===== config.mk =====
export PLATFORM = sky130hd
export DESIGN_NAME = roi_detect_top
export DESIGN_NICKNAME = d
export VERILOG_FILES = /design/src/hw/roi_pkg.sv /design/src/hw/ccd_pixel_front.sv /design/src/hw/row_white_run.sv /design/src/hw/roi_tracker.sv /design/src/hw/seg7_display.sv /design/src/hw/roi_detect_top.sv
export VERILOG_INCLUDE_DIRS = /design/src /design/src/hw
export SDC_FILE = /design/constraint.sdc
export NUM_CORES = 1
export LEC_CHECK = 0
export BUFFER_PORTS_ARGS = -buffer_cell sky130_fd_sc_hd__clkbuf_2
export CAP_MARGIN = 20
export CORE_MARGIN = 2
export CORE_UTILIZATION = 55
export CTS_CLUSTER_SIZE = 25
export DETAILED_ROUTE_END_ITERATION = 12
export PLACE_DENSITY = 0.8
export SKIP_CTS_REPAIR_TIMING = 1
export SLEW_MARGIN = 15
export SYNTH_ARGS = -nofsm -noshare
export SYNTH_HDL_FRONTEND = slang
export SYNTH_HIERARCHICAL = 1
export SYNTH_SLANG_ARGS = --single-unit

===== constraint.sdc =====
create_clock -name CCD_PIXCLK -period 6.1 [get_ports CCD_PIXCLK]
set_clock_uncertainty 0.15 [all_clocks]
set_input_delay 0.61 -clock CCD_PIXCLK [delete_from_list [all_inputs] [get_ports CCD_PIXCLK]]
set_output_delay 0.61 -clock CCD_PIXCLK [all_outputs]
set_load 0.01 [all_outputs]

===== src/hw/roi_defs.svh =====
/* ROI detector constants
   widths, black/white level and end-of-row gap */

`ifndef ROI_DEFS_SVH
`define ROI_DEFS_SVH

// ==============================
// datapath widths
// ==============================
`define PIX_W   12   // ccd sample
`define RUN_W   10   // white run length
`define THR_W   11   // adaptive row threshold
`define ROWS_W  8    // roi height in rows

// ==============================
// pixel and row timing
// ==============================
// samples at or above this are white
`define BW_LEVEL  12'd2048

// invalid cycles in a row that close a line
`define EOL_GAP   6

`endif


===== src/hw/roi_pkg.sv =====
/* ROI detector shared types
   vector widths and the ROI state machine encoding */

`default_nettype none

`include "roi_defs.svh"

package roi_pkg;

  typedef logic [`PIX_W-1:0]  pixel_t;      // raw ccd sample
  typedef logic [`RUN_W-1:0]  run_len_t;    // white run length
  typedef logic [`THR_W-1:0]  threshold_t;  // row threshold
  typedef logic [`ROWS_W-1:0] roi_rows_t;   // roi height
  typedef logic [6:0]         seg7_t;       // segments g..a, active low

  // roi search progress within a frame
  typedef enum logic [1:0] {
    ROI_SEEK   = 2'd0,
    ROI_INSIDE = 2'd1,
    ROI_AFTER  = 2'd2
  } roi_state_e;

endpackage

`default_nettype wire


===== src/hw/ccd_pixel_front.sv =====
/* CCD pixel front end
   registers the camera bus and marks each valid pixel black or white */

`timescale 1ns/1ns
`default_nettype none

`include "roi_defs.svh"

module ccd_pixel_front
  import roi_pkg::*;
(
  input  wire logic   CCD_PIXCLK,
  input  wire logic   KEY,
  input  wire pixel_t ccd_data,
  input  wire logic   ccd_fval,
  input  wire logic   ccd_lval,
  output logic        pix_valid,
  output logic        pix_white,
  output logic        frame_valid
);

  pixel_t ccd_data_r;  // sampled pixel
  logic   lval_r;

  // ==============================
  // input registers
  // ==============================
  always_ff @(posedge CCD_PIXCLK)
  begin
    ccd_data_r <= ccd_data;
  end

  always_ff @(posedge CCD_PIXCLK or negedge KEY)
  begin
    if (!KEY)
    begin
      frame_valid <= 1'b0;
      lval_r      <= 1'b0;
    end
    else
    begin
      frame_valid <= ccd_fval;  // one cycle behind the pins
      lval_r      <= ccd_lval;
    end
  end

  // ==============================
  // classify stage
  // ==============================
  always_ff @(posedge CCD_PIXCLK or negedge KEY)
  begin
    if (!KEY)
      pix_valid <= 1'b0;
    else
      pix_valid <= frame_valid & lval_r;  // pixel inside both frame and line
  end

  // threshold against fixed level
  always_ff @(posedge CCD_PIXCLK)
  begin
    pix_white <= (ccd_data_r >= `BW_LEVEL);
  end

endmodule

`default_nettype wire


===== src/hw/row_white_run.sv =====
/* Row white-run measurement
   longest white run per row, one black pixel tolerated, end of row
   found from a gap of invalid cycles */

`timescale 1ns/1ns
`default_nettype none

`include "roi_defs.svh"

module row_white_run
  import roi_pkg::*;
(
  input  wire logic CCD_PIXCLK,
  input  wire logic KEY,
  input  wire logic pix_valid,
  input  wire logic pix_white,
  input  wire logic frame_valid,
  output logic      row_done,
  output run_len_t  row_max
);

  localparam int GAP_W = $clog2(`EOL_GAP + 1);

  run_len_t   run_cnt;     // current white run
  run_len_t   run_next;
  logic       noise_flag;  // one black pixel already absorbed
  logic       seen_pix;    // valid pixel since last row_done
  logic [GAP_W-1:0] gap_cnt;
  logic       gap_end;

  assign run_next = run_cnt + run_len_t'(1);

  // last invalid cycle before the gap reaches its length
  assign gap_end = !pix_valid && (gap_cnt == GAP_W'(`EOL_GAP - 1));

  // ==============================
  // gap counter and row strobe
  // ==============================
  always_ff @(posedge CCD_PIXCLK or negedge KEY)
  begin
    if (!KEY)
    begin
      gap_cnt  <= '0;
      row_done <= 1'b0;
    end
    else
    begin
      if (pix_valid)
        gap_cnt <= '0;
      else if (gap_cnt != GAP_W'(`EOL_GAP))
        gap_cnt <= gap_cnt + GAP_W'(1);  // saturates, one strobe per gap

      row_done <= gap_end && frame_valid && seen_pix;
    end
  end

  // ==============================
  // run tracking
  // ==============================
  always_ff @(posedge CCD_PIXCLK or negedge KEY)
  begin
    if (!KEY)
    begin
      run_cnt    <= '0;
      noise_flag <= 1'b0;
      seen_pix   <= 1'b0;
      row_max    <= '0;
    end
    else if (!frame_valid || row_done)
    begin
      // new row, row_max was sampled during the strobe
      run_cnt    <= '0;
      noise_flag <= 1'b0;
      seen_pix   <= 1'b0;
      row_max    <= '0;
    end
    else if (pix_valid)
    begin
      seen_pix <= 1'b1;
      if (pix_white)
      begin
        noise_flag <= 1'b0;
        run_cnt    <= run_next;
        if (run_next > row_max)
          row_max <= run_next;
      end
      else if (noise_flag)
        run_cnt <= '0;          // second black in a row breaks the run
      else
        noise_flag <= 1'b1;     // single black, run held
    end
  end

endmodule

`default_nettype wire


===== src/hw/roi_tracker.sv =====
/* ROI tracker
   finds the rows between two wide white rows with an adaptive
   threshold, handles the request button and frame-end rearming */

`timescale 1ns/1ns
`default_nettype none

module roi_tracker
  import roi_pkg::*;
(
  input  wire logic     CCD_PIXCLK,
  input  wire logic     KEY,
  input  wire logic     roi_start_n,
  input  wire logic     frame_valid,
  input  wire logic     row_done,
  input  wire run_len_t row_max,
  output roi_state_e    roi_state,
  output logic          record,
  output logic          done,
  output logic          error,
  output run_len_t      prev_run,
  output roi_rows_t     roi_rows
);

  logic       start_meta;
  logic       start_sync;   // button after two flops, still active low
  logic       start_req;
  logic       fv_d;
  logic       frame_end;
  logic       armed;
  logic       started;      // request already served this press
  threshold_t threshold;
  threshold_t wide_thr;     // prev_run * 1.5
  threshold_t narrow_thr;   // prev_run * 0.75
  threshold_t row_max_ext;

  assign start_req   = !start_sync;
  assign frame_end   = fv_d && !frame_valid;
  assign row_max_ext = threshold_t'(row_max);
  assign wide_thr    = threshold_t'(prev_run) + threshold_t'(prev_run >> 1);
  assign narrow_thr  = threshold_t'(prev_run >> 1) + threshold_t'(prev_run >> 2);

  // ==============================
  // button sync, frame edge
  // ==============================
  always_ff @(posedge CCD_PIXCLK or negedge KEY)
  begin
    if (!KEY)
    begin
      start_meta <= 1'b1;  // released
      start_sync <= 1'b1;
      fv_d       <= 1'b0;
    end
    else
    begin
      start_meta <= roi_start_n;
      start_sync <= start_meta;
      fv_d       <= frame_valid;
    end
  end

  // ==============================
  // roi state machine
  // ==============================
  always_ff @(posedge CCD_PIXCLK or negedge KEY)
  begin
    if (!KEY)
    begin
      roi_state <= ROI_SEEK;
      record    <= 1'b0;
      done      <= 1'b0;
      error     <= 1'b0;
      armed     <= 1'b0;
      started   <= 1'b0;
      threshold <= '0;
      prev_run  <= '0;
      roi_rows  <= '0;
    end
    else if (frame_end)
    begin
      threshold <= '0;
      prev_run  <= '0;
      if (roi_state == ROI_INSIDE)
        error <= 1'b1;  // frame ended mid roi, sticky
      if (start_req && !started)
      begin
        armed     <= 1'b1;
        started   <= 1'b1;
        done      <= 1'b0;
        record    <= 1'b0;
        roi_rows  <= '0;
        roi_state <= ROI_SEEK;
      end
      if (started && done && !start_req)
        started <= 1'b0;  // ready for the next press
    end
    else if (row_done)
    begin
      case (roi_state)
        ROI_SEEK:
        begin
          if ((row_max_ext < threshold) && armed)
          begin
            roi_state <= ROI_INSIDE;  // narrow row after wide ones
            record    <= 1'b1;
            threshold <= wide_thr;
          end
          else if (row_max_ext >= threshold)
            threshold <= narrow_thr;
        end
        ROI_INSIDE:
        begin
          if (row_max_ext > threshold)
          begin
            roi_state <= ROI_AFTER;   // closing wide row
            record    <= 1'b0;
            armed     <= 1'b0;
            done      <= 1'b1;
            threshold <= '0;
          end
          else
          begin
            threshold <= wide_thr;
            roi_rows  <= roi_rows + roi_rows_t'(1);
          end
        end
        default: ;  // ROI_AFTER holds until rearmed
      endcase
      prev_run <= row_max;
    end
  end

endmodule

`default_nettype wire


===== src/hw/seg7_display.sv =====
/* Seven-segment status display
   roi height on hex1..hex0, last row run on hex5..hex3 */

`timescale 1ns/1ns
`default_nettype none

module seg7_display
  import roi_pkg::*;
(
  input  wire run_len_t  prev_run,
  input  wire roi_rows_t roi_rows,
  output seg7_t          hex0,
  output seg7_t          hex1,
  output seg7_t          hex2,
  output seg7_t          hex3,
  output seg7_t          hex4,
  output seg7_t          hex5
);

  logic [11:0] run_ext;  // three digits of run length

  // active low, bit 6 is segment g
  function automatic seg7_t hex_to_seg(input logic [3:0] nib);
    case (nib)
      4'h0: hex_to_seg = 7'b1000000;
      4'h1: hex_to_seg = 7'b1111001;
      4'h2: hex_to_seg = 7'b0100100;
      4'h3: hex_to_seg = 7'b0110000;
      4'h4: hex_to_seg = 7'b0011001;
      4'h5: hex_to_seg = 7'b0010010;
      4'h6: hex_to_seg = 7'b0000010;
      4'h7: hex_to_seg = 7'b1111000;
      4'h8: hex_to_seg = 7'b0000000;
      4'h9: hex_to_seg = 7'b0010000;
      4'ha: hex_to_seg = 7'b0001000;
      4'hb: hex_to_seg = 7'b0000011;
      4'hc: hex_to_seg = 7'b1000110;
      4'hd: hex_to_seg = 7'b0100001;
      4'he: hex_to_seg = 7'b0000110;
      default: hex_to_seg = 7'b0001110;  // F
    endcase
  endfunction

  assign run_ext = 12'(prev_run);

  assign hex0 = hex_to_seg(roi_rows[3:0]);
  assign hex1 = hex_to_seg(roi_rows[7:4]);
  assign hex2 = 7'b1111111;                 // spacer, all off
  assign hex3 = hex_to_seg(run_ext[3:0]);
  assign hex4 = hex_to_seg(run_ext[7:4]);
  assign hex5 = hex_to_seg(run_ext[11:8]);

endmodule

`default_nettype wire


===== src/hw/roi_detect_top.sv =====
/* ROI detector top level
   ccd front end, row run measurement, roi tracker and display */

`timescale 1ns/1ns
`default_nettype none

module roi_detect_top
  import roi_pkg::*;
(
  input  wire logic   CCD_PIXCLK,
  input  wire logic   KEY,
  input  wire pixel_t ccd_data,
  input  wire logic   ccd_fval,
  input  wire logic   ccd_lval,
  input  wire logic   roi_start_n,
  output seg7_t       hex0,
  output seg7_t       hex1,
  output seg7_t       hex2,
  output seg7_t       hex3,
  output seg7_t       hex4,
  output seg7_t       hex5,
  output logic [5:0]  led
);

  logic       pix_valid;
  logic       pix_white;
  logic       frame_valid;
  logic       row_done;
  run_len_t   row_max;
  roi_state_e roi_state;
  logic       record;
  logic       done;
  logic       error;
  run_len_t   prev_run;
  roi_rows_t  roi_rows;

  // status leds, state on the low two
  assign led = {row_done, record, done, error, roi_state};

  ccd_pixel_front ccd_pixel_front_i (
    .CCD_PIXCLK  (CCD_PIXCLK),
    .KEY         (KEY),
    .ccd_data    (ccd_data),
    .ccd_fval    (ccd_fval),
    .ccd_lval    (ccd_lval),
    .pix_valid   (pix_valid),
    .pix_white   (pix_white),
    .frame_valid (frame_valid)
  );

  row_white_run row_white_run_i (
    .CCD_PIXCLK  (CCD_PIXCLK),
    .KEY         (KEY),
    .pix_valid   (pix_valid),
    .pix_white   (pix_white),
    .frame_valid (frame_valid),
    .row_done    (row_done),
    .row_max     (row_max)
  );

  roi_tracker roi_tracker_i (
    .CCD_PIXCLK  (CCD_PIXCLK),
    .KEY         (KEY),
    .roi_start_n (roi_start_n),
    .frame_valid (frame_valid),
    .row_done    (row_done),
    .row_max     (row_max),
    .roi_state   (roi_state),
    .record      (record),
    .done        (done),
    .error       (error),
    .prev_run    (prev_run),
    .roi_rows    (roi_rows)
  );

  seg7_display seg7_display_i (
    .prev_run (prev_run),
    .roi_rows (roi_rows),
    .hex0     (hex0),
    .hex1     (hex1),
    .hex2     (hex2),
    .hex3     (hex3),
    .hex4     (hex4),
    .hex5     (hex5)
  );

endmodule

`default_nettype wire


# == Word level (Yosys, flattened, before mapping) ==
# Memories as Yosys holds them, arrays and structs flattened.
# Index checks and enable logic that the tools add are counted.
# totals
ff_bits,81
memories,5
mem_bits_ro,560
# classes
bitwise,1
add_sub_neg,5
n_lt_le_gt_ge,5
muxes,49
n_reduce_logical,32
eq_ne,8
# mem_list
name,words,word_bits,read_ports,rd_ports_with_merged_regs,write_ports,line_no,source
(no name shown),16,7,1,0,0,seg7_display.sv:24,case (nib)
(no name shown),16,7,1,0,0,seg7_display.sv:24,
(no name shown),16,7,1,0,0,seg7_display.sv:24,
(no name shown),16,7,1,0,0,seg7_display.sv:24,
(no name shown),16,7,1,0,0,seg7_display.sv:24,
# op_table
operator,count
$mux W10,10
$mux W11,5
$mux W8,5
$pmux W11 S2,1
$mux W1,19
$reduce_bool A2 Y1,8
$ge A12 B12 Y1 const B,1
$add A10 B9 Y11,1
$ge A10 B11 Y1,1
$gt A10 B11 Y1,1
$lt A10 B11 Y1,1
$add A10 B1 Y10 const B,1
$add A9 B8 Y10,1
$gt A10 B10 Y1,1
$mux W2,5
$add A8 B1 Y8 const B,1
$logic_and A1 B1 Y1,8
$reduce_and A4 Y1,2
$mux W3,2
$reduce_and A2 Y1,3
$reduce_and A3 Y1,2
$reduce_bool A3 Y1,2
$reduce_and A5 Y1,1
$logic_not A1 Y1,4
other kinds (14),14

# == Depth between registers and ports, before layout ==
# depth
ltp_word,6
mapped_depth,11
ltp_nobuf,9

# == Cells and area by module ==
# The synthesis kept the hierarchy.
# modules_own_cells
mod,cells_per_inst,area_per_inst_um2,instances
roi_tracker,285,2712.6,1
row_white_run,174,1646.6,1
seg7_display,147,1166.1,1
ccd_pixel_front,7,125.1,1
roi_detect_top,4,30.0,1

# == Worst setup path before layout ==
# No wires, ideal clock.
# synth_path
kind,register -> register
start,register row_white_run_i.run_cnt[2]
end,register row_white_run_i.row_max[0]
arrival_time_ns,2.394
n_path_buf,3
path_slack_ns,3.476
period_less_slack_ns,2.624
stages_incl_launch_ff,12
required_time_ns,5.871
cell_sequence,dfrtp_1 > buf_6 > and4_4 > buf_6 > a21boi_0 > or2_2 > ha_1 > nand4_2 > a211o_1 > a311oi_2 > buf_6 > mux2i_1
# synth_between
elab_chain_cells,4
# synth_rtl
element,line_no,source
start: declaration,row_white_run.sv:24,run_len_t run_cnt;
start signal: assignment,row_white_run.sv:83,run_cnt <= run_next;
$add A10 B1 Y10,row_white_run.sv:31,assign run_next = run_cnt + run_len_t'(1);
$gt A10 B10 Y1,row_white_run.sv:84,if (run_next > row_max)
$reduce_bool A2 Y1 (no source line),--,
$reduce_and A3 Y1 (no source line),--,
end signal: assignment,row_white_run.sv:85,row_max <= run_next;
end: declaration,row_white_run.sv:19,output run_len_t row_max
# No other way between the ends.
# A chain may end at the register's enable or synchronous reset.

# == Worst setup path after layout ==
# layout_path
start,register row_white_run_i.run_cnt[0]
end,register row_white_run_i.row_max[1]
# layout_between
elab_chain_cells,5
# layout_rtl
element,line_no
$add A10 B1 Y10 (*),row_white_run.sv:31
"parallel branches: the longest is 4 deep, another holds $gt A10 B10 Y1",--
# Every way passes the cells marked *. The select of a mux whose other input is x is not followed.

==> insert_results.sql <==
INSERT INTO impl_metrics (metric_group, metric, value, unit) VALUES
('timing', 'timing.max_slew.rel_slack', '0.448', ''),
('finish', 'syn_to_final_growth', '7.00', '%'),
('synth', 'synth.lib_cells_used.distinct', '81', ''),
('route', 'viasPerCell', '5.79', ''),
('power_and_ir_drop', 'share_seq_of_total_power', '0.494', ''),
('die', 'boundaryPins', '65', ''),
('global_route', 'grt_antenna_before_repair', '0', ''),
('cts', 'clk_path_buf_depth', '2', ''),
('synth', 'synth_cells', '617', ''),
('die', 'die_height', '106', 'um'),
('critical_path', 'critPathMaxFanout', '10', ''),
('synth', 'number_of_flops_mapped_to_enable_cells_by_yosys', '0', ''),
('finish', 'diodes', '0', ''),
('power_and_ir_drop', 'vdd.ir_drop.worst', '0.122', 'mV'),
('synth', 'yosys_register_bits', '69', ''),
('cts', 'clock-root-buffer', 'sky130_fd_sc_hd__clkbuf_8', ''),
('power_and_ir_drop', 'power_report.internal_total', '0.750', 'mW'),
('power_and_ir_drop', 'combinational_share_of_power', '0.090', ''),
('timing', 'fin_tns_setup', '0', 'ns'),
('global_route', 'grt_first_pass_wirelength', '19.5', 'mm'),
('timing', 'layout_min_cycle_time', '3.29', 'ns'),
('route', 'detail_route.wl_per_cell', '15.1', 'um'),
('finish', 'num-nets-final', '724', ''),
('timing', 'final-setup-viol-count', '0', ''),
('route', 'post-route-drc-count', '0', ''),
('critical_path', 'data_arrival_time_of_the_critical_path', '3.42', 'ns'),
('timing', 'post-route-period-util', '0.540', ''),
('critical_path', 'startpoint_type', 'flip-flop', ''),
('cts', 'numCtsBuffers', '9', ''),
('power_and_ir_drop', 'p_clk_frac', '0.416', ''),
('synth', 'avgSynthCellArea', '9.21', 'sq um'),
('power_and_ir_drop', 'finalPower', '1.00', 'mW'),
('critical_path', 'worst-setup-path-type', 'flip-flop to flip-flop', ''),
('power_and_ir_drop', 'p_leak', '2.87', 'nW'),
('route', 'drt_pre_antenna_iters', '5', ''),
('synth', 'postSynth.topFlopCell', 'sky130_fd_sc_hd__dfrtp_1', ''),
('synth', 'synth-async-reset-ratio', '0.971', ''),
('timing', 'timing_worst_slew_pin_value', '0.828', 'ns'),
('timing', 'finalMaxSlewViolations', '0', ''),
('finish', 'finish.utilization', '0.597', ''),
('global_route', 'via_count_of_the_first_global_routing_pass', '4239', ''),
('cts', 'h-tree-depth', '3', ''),
('timing', 'worst_slack', '2.81', 'ns'),
('synth', 'mappedNetlistArea', '5680', 'sq um'),
('worst_hold_path', 'min_path_type', 'primary input to flip-flop', ''),
('die', 'die_w', '106', 'um'),
('placed_design', 'gp_congestion', '0.876', ''),
('global_route', 'pin_count_of_the_biggest_net_entering_global_routing', '68', ''),
('route', 'drt_iter0_markers', '318', ''),
('run_status', 'run_status', 'completed', ''),
('die', 'placement_rows', '37', ''),
('cts', 'cts.sinks', '69', ''),
('cts', 'clkTransAtPathRegs', '0.07', 'ns'),
('power_and_ir_drop', 'sw_frac_of_total', '0.250', ''),
('synth', 'synth.yosys.warnings', '6', ''),
('die', 'design.core.area', '10200', 'sq um'),
('critical_path', 'critPathCaptureType', 'flip-flop', ''),
('synth', 'sequential_to_total_area_share_from_yosys_stat', '0.303', ''),
('power_and_ir_drop', 'switching_power', '0.251', 'mW'),
('placed_design', 'post-place-ws', '2.70', 'ns'),
('critical_path', 'critical_path_required', '6.23', 'ns'),
('global_route', 'global_route_overflow', '0', ''),
('route', 'routed_wirelength', '11.8', 'mm'),
('flow_run', 'maxCapViolCount', '0', ''),
('die', 'starting_density_of_the_core', '0.558', ''),
('placed_design', 'detailed_place_hpwl', '8.52', 'mm'),
('placed_design', 'io_buffer_count', '45', ''),
('timing', 'setup_repair_after_global_routing_missed_its_margin', 'no', ''),
('route', 'drtAntennaViolNets', '0', ''),
('route', 'vias', '4535', ''),
('cts', 'worst_skew_pair.late_latency', '0.36', 'ns'),
('timing', 'final_hold_violations', '0', ''),
('finish', 'layout-drive-gt1-share', '0.138', ''),
('timing', 'fmax', '304', 'MHz'),
('power_and_ir_drop', 'pwr_density_cell', '165', 'nW/um^2'),
('finish', 'filler_cell_count', '871', ''),
('die', 'overall_die_area', '11200', 'sq um'),
('cts', 'tritoncts', 'yes', ''),
('timing', 'hold_ws', '0.177', 'ns'),
('global_route', 'gr-usage-all-layers', '0.215', '');
## stage by stage
step,instance area (sq um),cells
5_1_grt,6080,783
3_5_place_dp,5850,766
3_3_place_gp,5850,766
2_1_floorplan,5700,623
4_1_cts,6070,782
6_report,6080,783
## area by class of cell
cell class / count / area [sq um] / share of cell area
tap: 136 / 170 / 0.0280
inverter: 51 / 191 / 0.0315
multi-input combinational: 462 / 3520 / 0.580
sequential: 69 / 1720 / 0.283
timing repair buffer: 49 / 255 / 0.0420
clock inverter: 4 / 72.6 / 0.0119
clock buffer: 12 / 145 / 0.0239
## cell usage after synthesis, types with 6 or more instances
master / count / area, sq um
sky130_fd_sc_hd__buf_6: 6 / 67.6
sky130_fd_sc_hd__a22o_1: 17 / 149
sky130_fd_sc_hd__buf_4: 16 / 120
sky130_fd_sc_hd__nand2_1: 43 / 161
sky130_fd_sc_hd__xnor2_1: 10 / 87.6
sky130_fd_sc_hd__a211oi_1: 6 / 45.0
sky130_fd_sc_hd__buf_2: 7 / 35.0
sky130_fd_sc_hd__nand3_1: 13 / 65.1
sky130_fd_sc_hd__nor2_1: 46 / 173
sky130_fd_sc_hd__nor3_1: 7 / 35.0
sky130_fd_sc_hd__nand2b_1: 9 / 56.3
sky130_fd_sc_hd__o21ai_0: 21 / 105
sky130_fd_sc_hd__inv_1: 50 / 188
sky130_fd_sc_hd__o21ai_1: 10 / 50.1
sky130_fd_sc_hd__clkbuf_1: 12 / 45.0
sky130_fd_sc_hd__a21o_1: 6 / 45.0
sky130_fd_sc_hd__a21oi_1: 23 / 115
sky130_fd_sc_hd__dfrtp_1: 65 / 1630
sky130_fd_sc_hd__a31oi_1: 8 / 50.1
sky130_fd_sc_hd__nor2b_1: 9 / 56.3
sky130_fd_sc_hd__ha_1: 63 / 788
sky130_fd_sc_hd__mux2i_1: 46 / 460
sky130_fd_sc_hd__xor2_1: 6 / 52.6
sky130_fd_sc_hd__or3_1: 7 / 43.8
## worst max-delay path, cell delays in order (launching register included)
cell and delay [ns]:
sky130_fd_sc_hd__dfrtp_1 0.50, sky130_fd_sc_hd__ha_1 0.33, sky130_fd_sc_hd__inv_1 0.11, sky130_fd_sc_hd__nor3_1 0.07, sky130_fd_sc_hd__or2_1 0.24, sky130_fd_sc_hd__ha_1 0.32, sky130_fd_sc_hd__nand4_2 0.14, sky130_fd_sc_hd__a211o_1 0.26
sky130_fd_sc_hd__a311oi_2 0.62, sky130_fd_sc_hd__buf_4 0.28, sky130_fd_sc_hd__mux2i_1 0.21
## power by group through the flow
stage | logic [mW] | clock network [mW] | registers, mW
3_3_place_gp | 0.0869 | 0 | 0.502
6_report | 0.0899 | 0.416 | 0.495
5_1_grt | 0.103 | 0.444 | 0.497
3_5_place_dp | 0.0901 | 0 | 0.503
2_1_floorplan | 0.0735 | 0 | 0.497
4_1_cts | 0.0906 | 0.424 | 0.495
## flip-flops by register name, summed over array words and instances, names as in the netlist
name	flops
ccd_pixel_front_i/ccd_data_r	1
ccd_pixel_front_i/frame_valid	1
ccd_pixel_front_i/lval_r	1
ccd_pixel_front_i/pix_valid	1
ccd_pixel_front_i/pix_white	1
roi_tracker_i/armed	1
roi_tracker_i/done	1
roi_tracker_i/error	1
roi_tracker_i/fv_d	1
roi_tracker_i/prev_run	10
roi_tracker_i/roi_rows	8
roi_tracker_i/roi_state	2
roi_tracker_i/start_meta	1
roi_tracker_i/start_sync	1
roi_tracker_i/started	1
roi_tracker_i/threshold	11
row_white_run_i/gap_cnt	3
row_white_run_i/noise_flag	1
row_white_run_i/row_done	1
row_white_run_i/row_max	10
row_white_run_i/run_cnt	10
row_white_run_i/seen_pix	1
## metal layers
layer  vias to the layer above  wire length [um]  share of wire  global-route usage
met2                       121              5810           0.49               0.358
met3                        21               498          0.042              0.0353
met5                         -                 0              0                   0
li1                       2219                 -              -                   -
met4                         0               224          0.019              0.0761
met1                      2174              5280           0.45               0.283
## cell usage in the layout (no fill, tap or decap), types with 7 or more instances in the layout
cell / netlist / routed
sky130_fd_sc_hd__a21oi_1: 23 / 23
sky130_fd_sc_hd__a22o_1: 17 / 17
sky130_fd_sc_hd__a31oi_1: 8 / 8
sky130_fd_sc_hd__clkbuf_2: 0 / 44
sky130_fd_sc_hd__clkbuf_8: 0 / 10
sky130_fd_sc_hd__conb_1: 2 / 8
sky130_fd_sc_hd__dfrtp_1: 65 / 65
sky130_fd_sc_hd__ha_1: 63 / 63
sky130_fd_sc_hd__inv_1: 50 / 50
sky130_fd_sc_hd__mux2i_1: 46 / 46
sky130_fd_sc_hd__nand2_1: 43 / 43
sky130_fd_sc_hd__nand2b_1: 9 / 9
sky130_fd_sc_hd__nand3_1: 13 / 13
sky130_fd_sc_hd__nor2_1: 46 / 46
sky130_fd_sc_hd__nor2b_1: 9 / 9
sky130_fd_sc_hd__nor3_1: 7 / 7
sky130_fd_sc_hd__o21ai_0: 21 / 21
sky130_fd_sc_hd__o21ai_1: 10 / 10
sky130_fd_sc_hd__or3_1: 7 / 7
sky130_fd_sc_hd__xnor2_1: 10 / 10
## worst paths after layout
path | startpoint | end | slack (ns) | cells after the start
max | row_white_run_i/run_cnt[0]$_DFFE_PN0P_ | row_white_run_i/row_max[1]$_DFFE_PN0P_ | 2.81 | 10
max reg2reg | row_white_run_i/run_cnt[0]$_DFFE_PN0P_ | row_white_run_i/row_max[1]$_DFFE_PN0P_ | 2.81 | 10
min reg2reg | ccd_pixel_front_i/ccd_data_r[11]$_DFF_P_ | ccd_pixel_front_i/pix_white$_DFF_P_ | 0.18 | 0
min | roi_start_n | roi_tracker_i/start_meta$_DFF_PN1_ | 0.18 | 1
min in group asynchronous | KEY | row_white_run_i/gap_cnt[2]$_DFFE_PN0P_ | 0.28 | 2
max in group asynchronous | KEY | row_white_run_i/row_max[5]$_DFFE_PN0P_ | 4.98 | 2
## kinds of logic after synthesis
logic type	after synthesis	synth area share
and+or+nand+nor	180	0.168
AOI/OAI and AO/OA	141	0.177
buffers and inverters	92	0.0808
DFF	69	0.303
adders and majority gates	65	0.146
muxes	52	0.100
xor gates and xnor gates	16	0.0247
other	2	0.00132
Note: power is estimated with default switching activity, not from simulation.
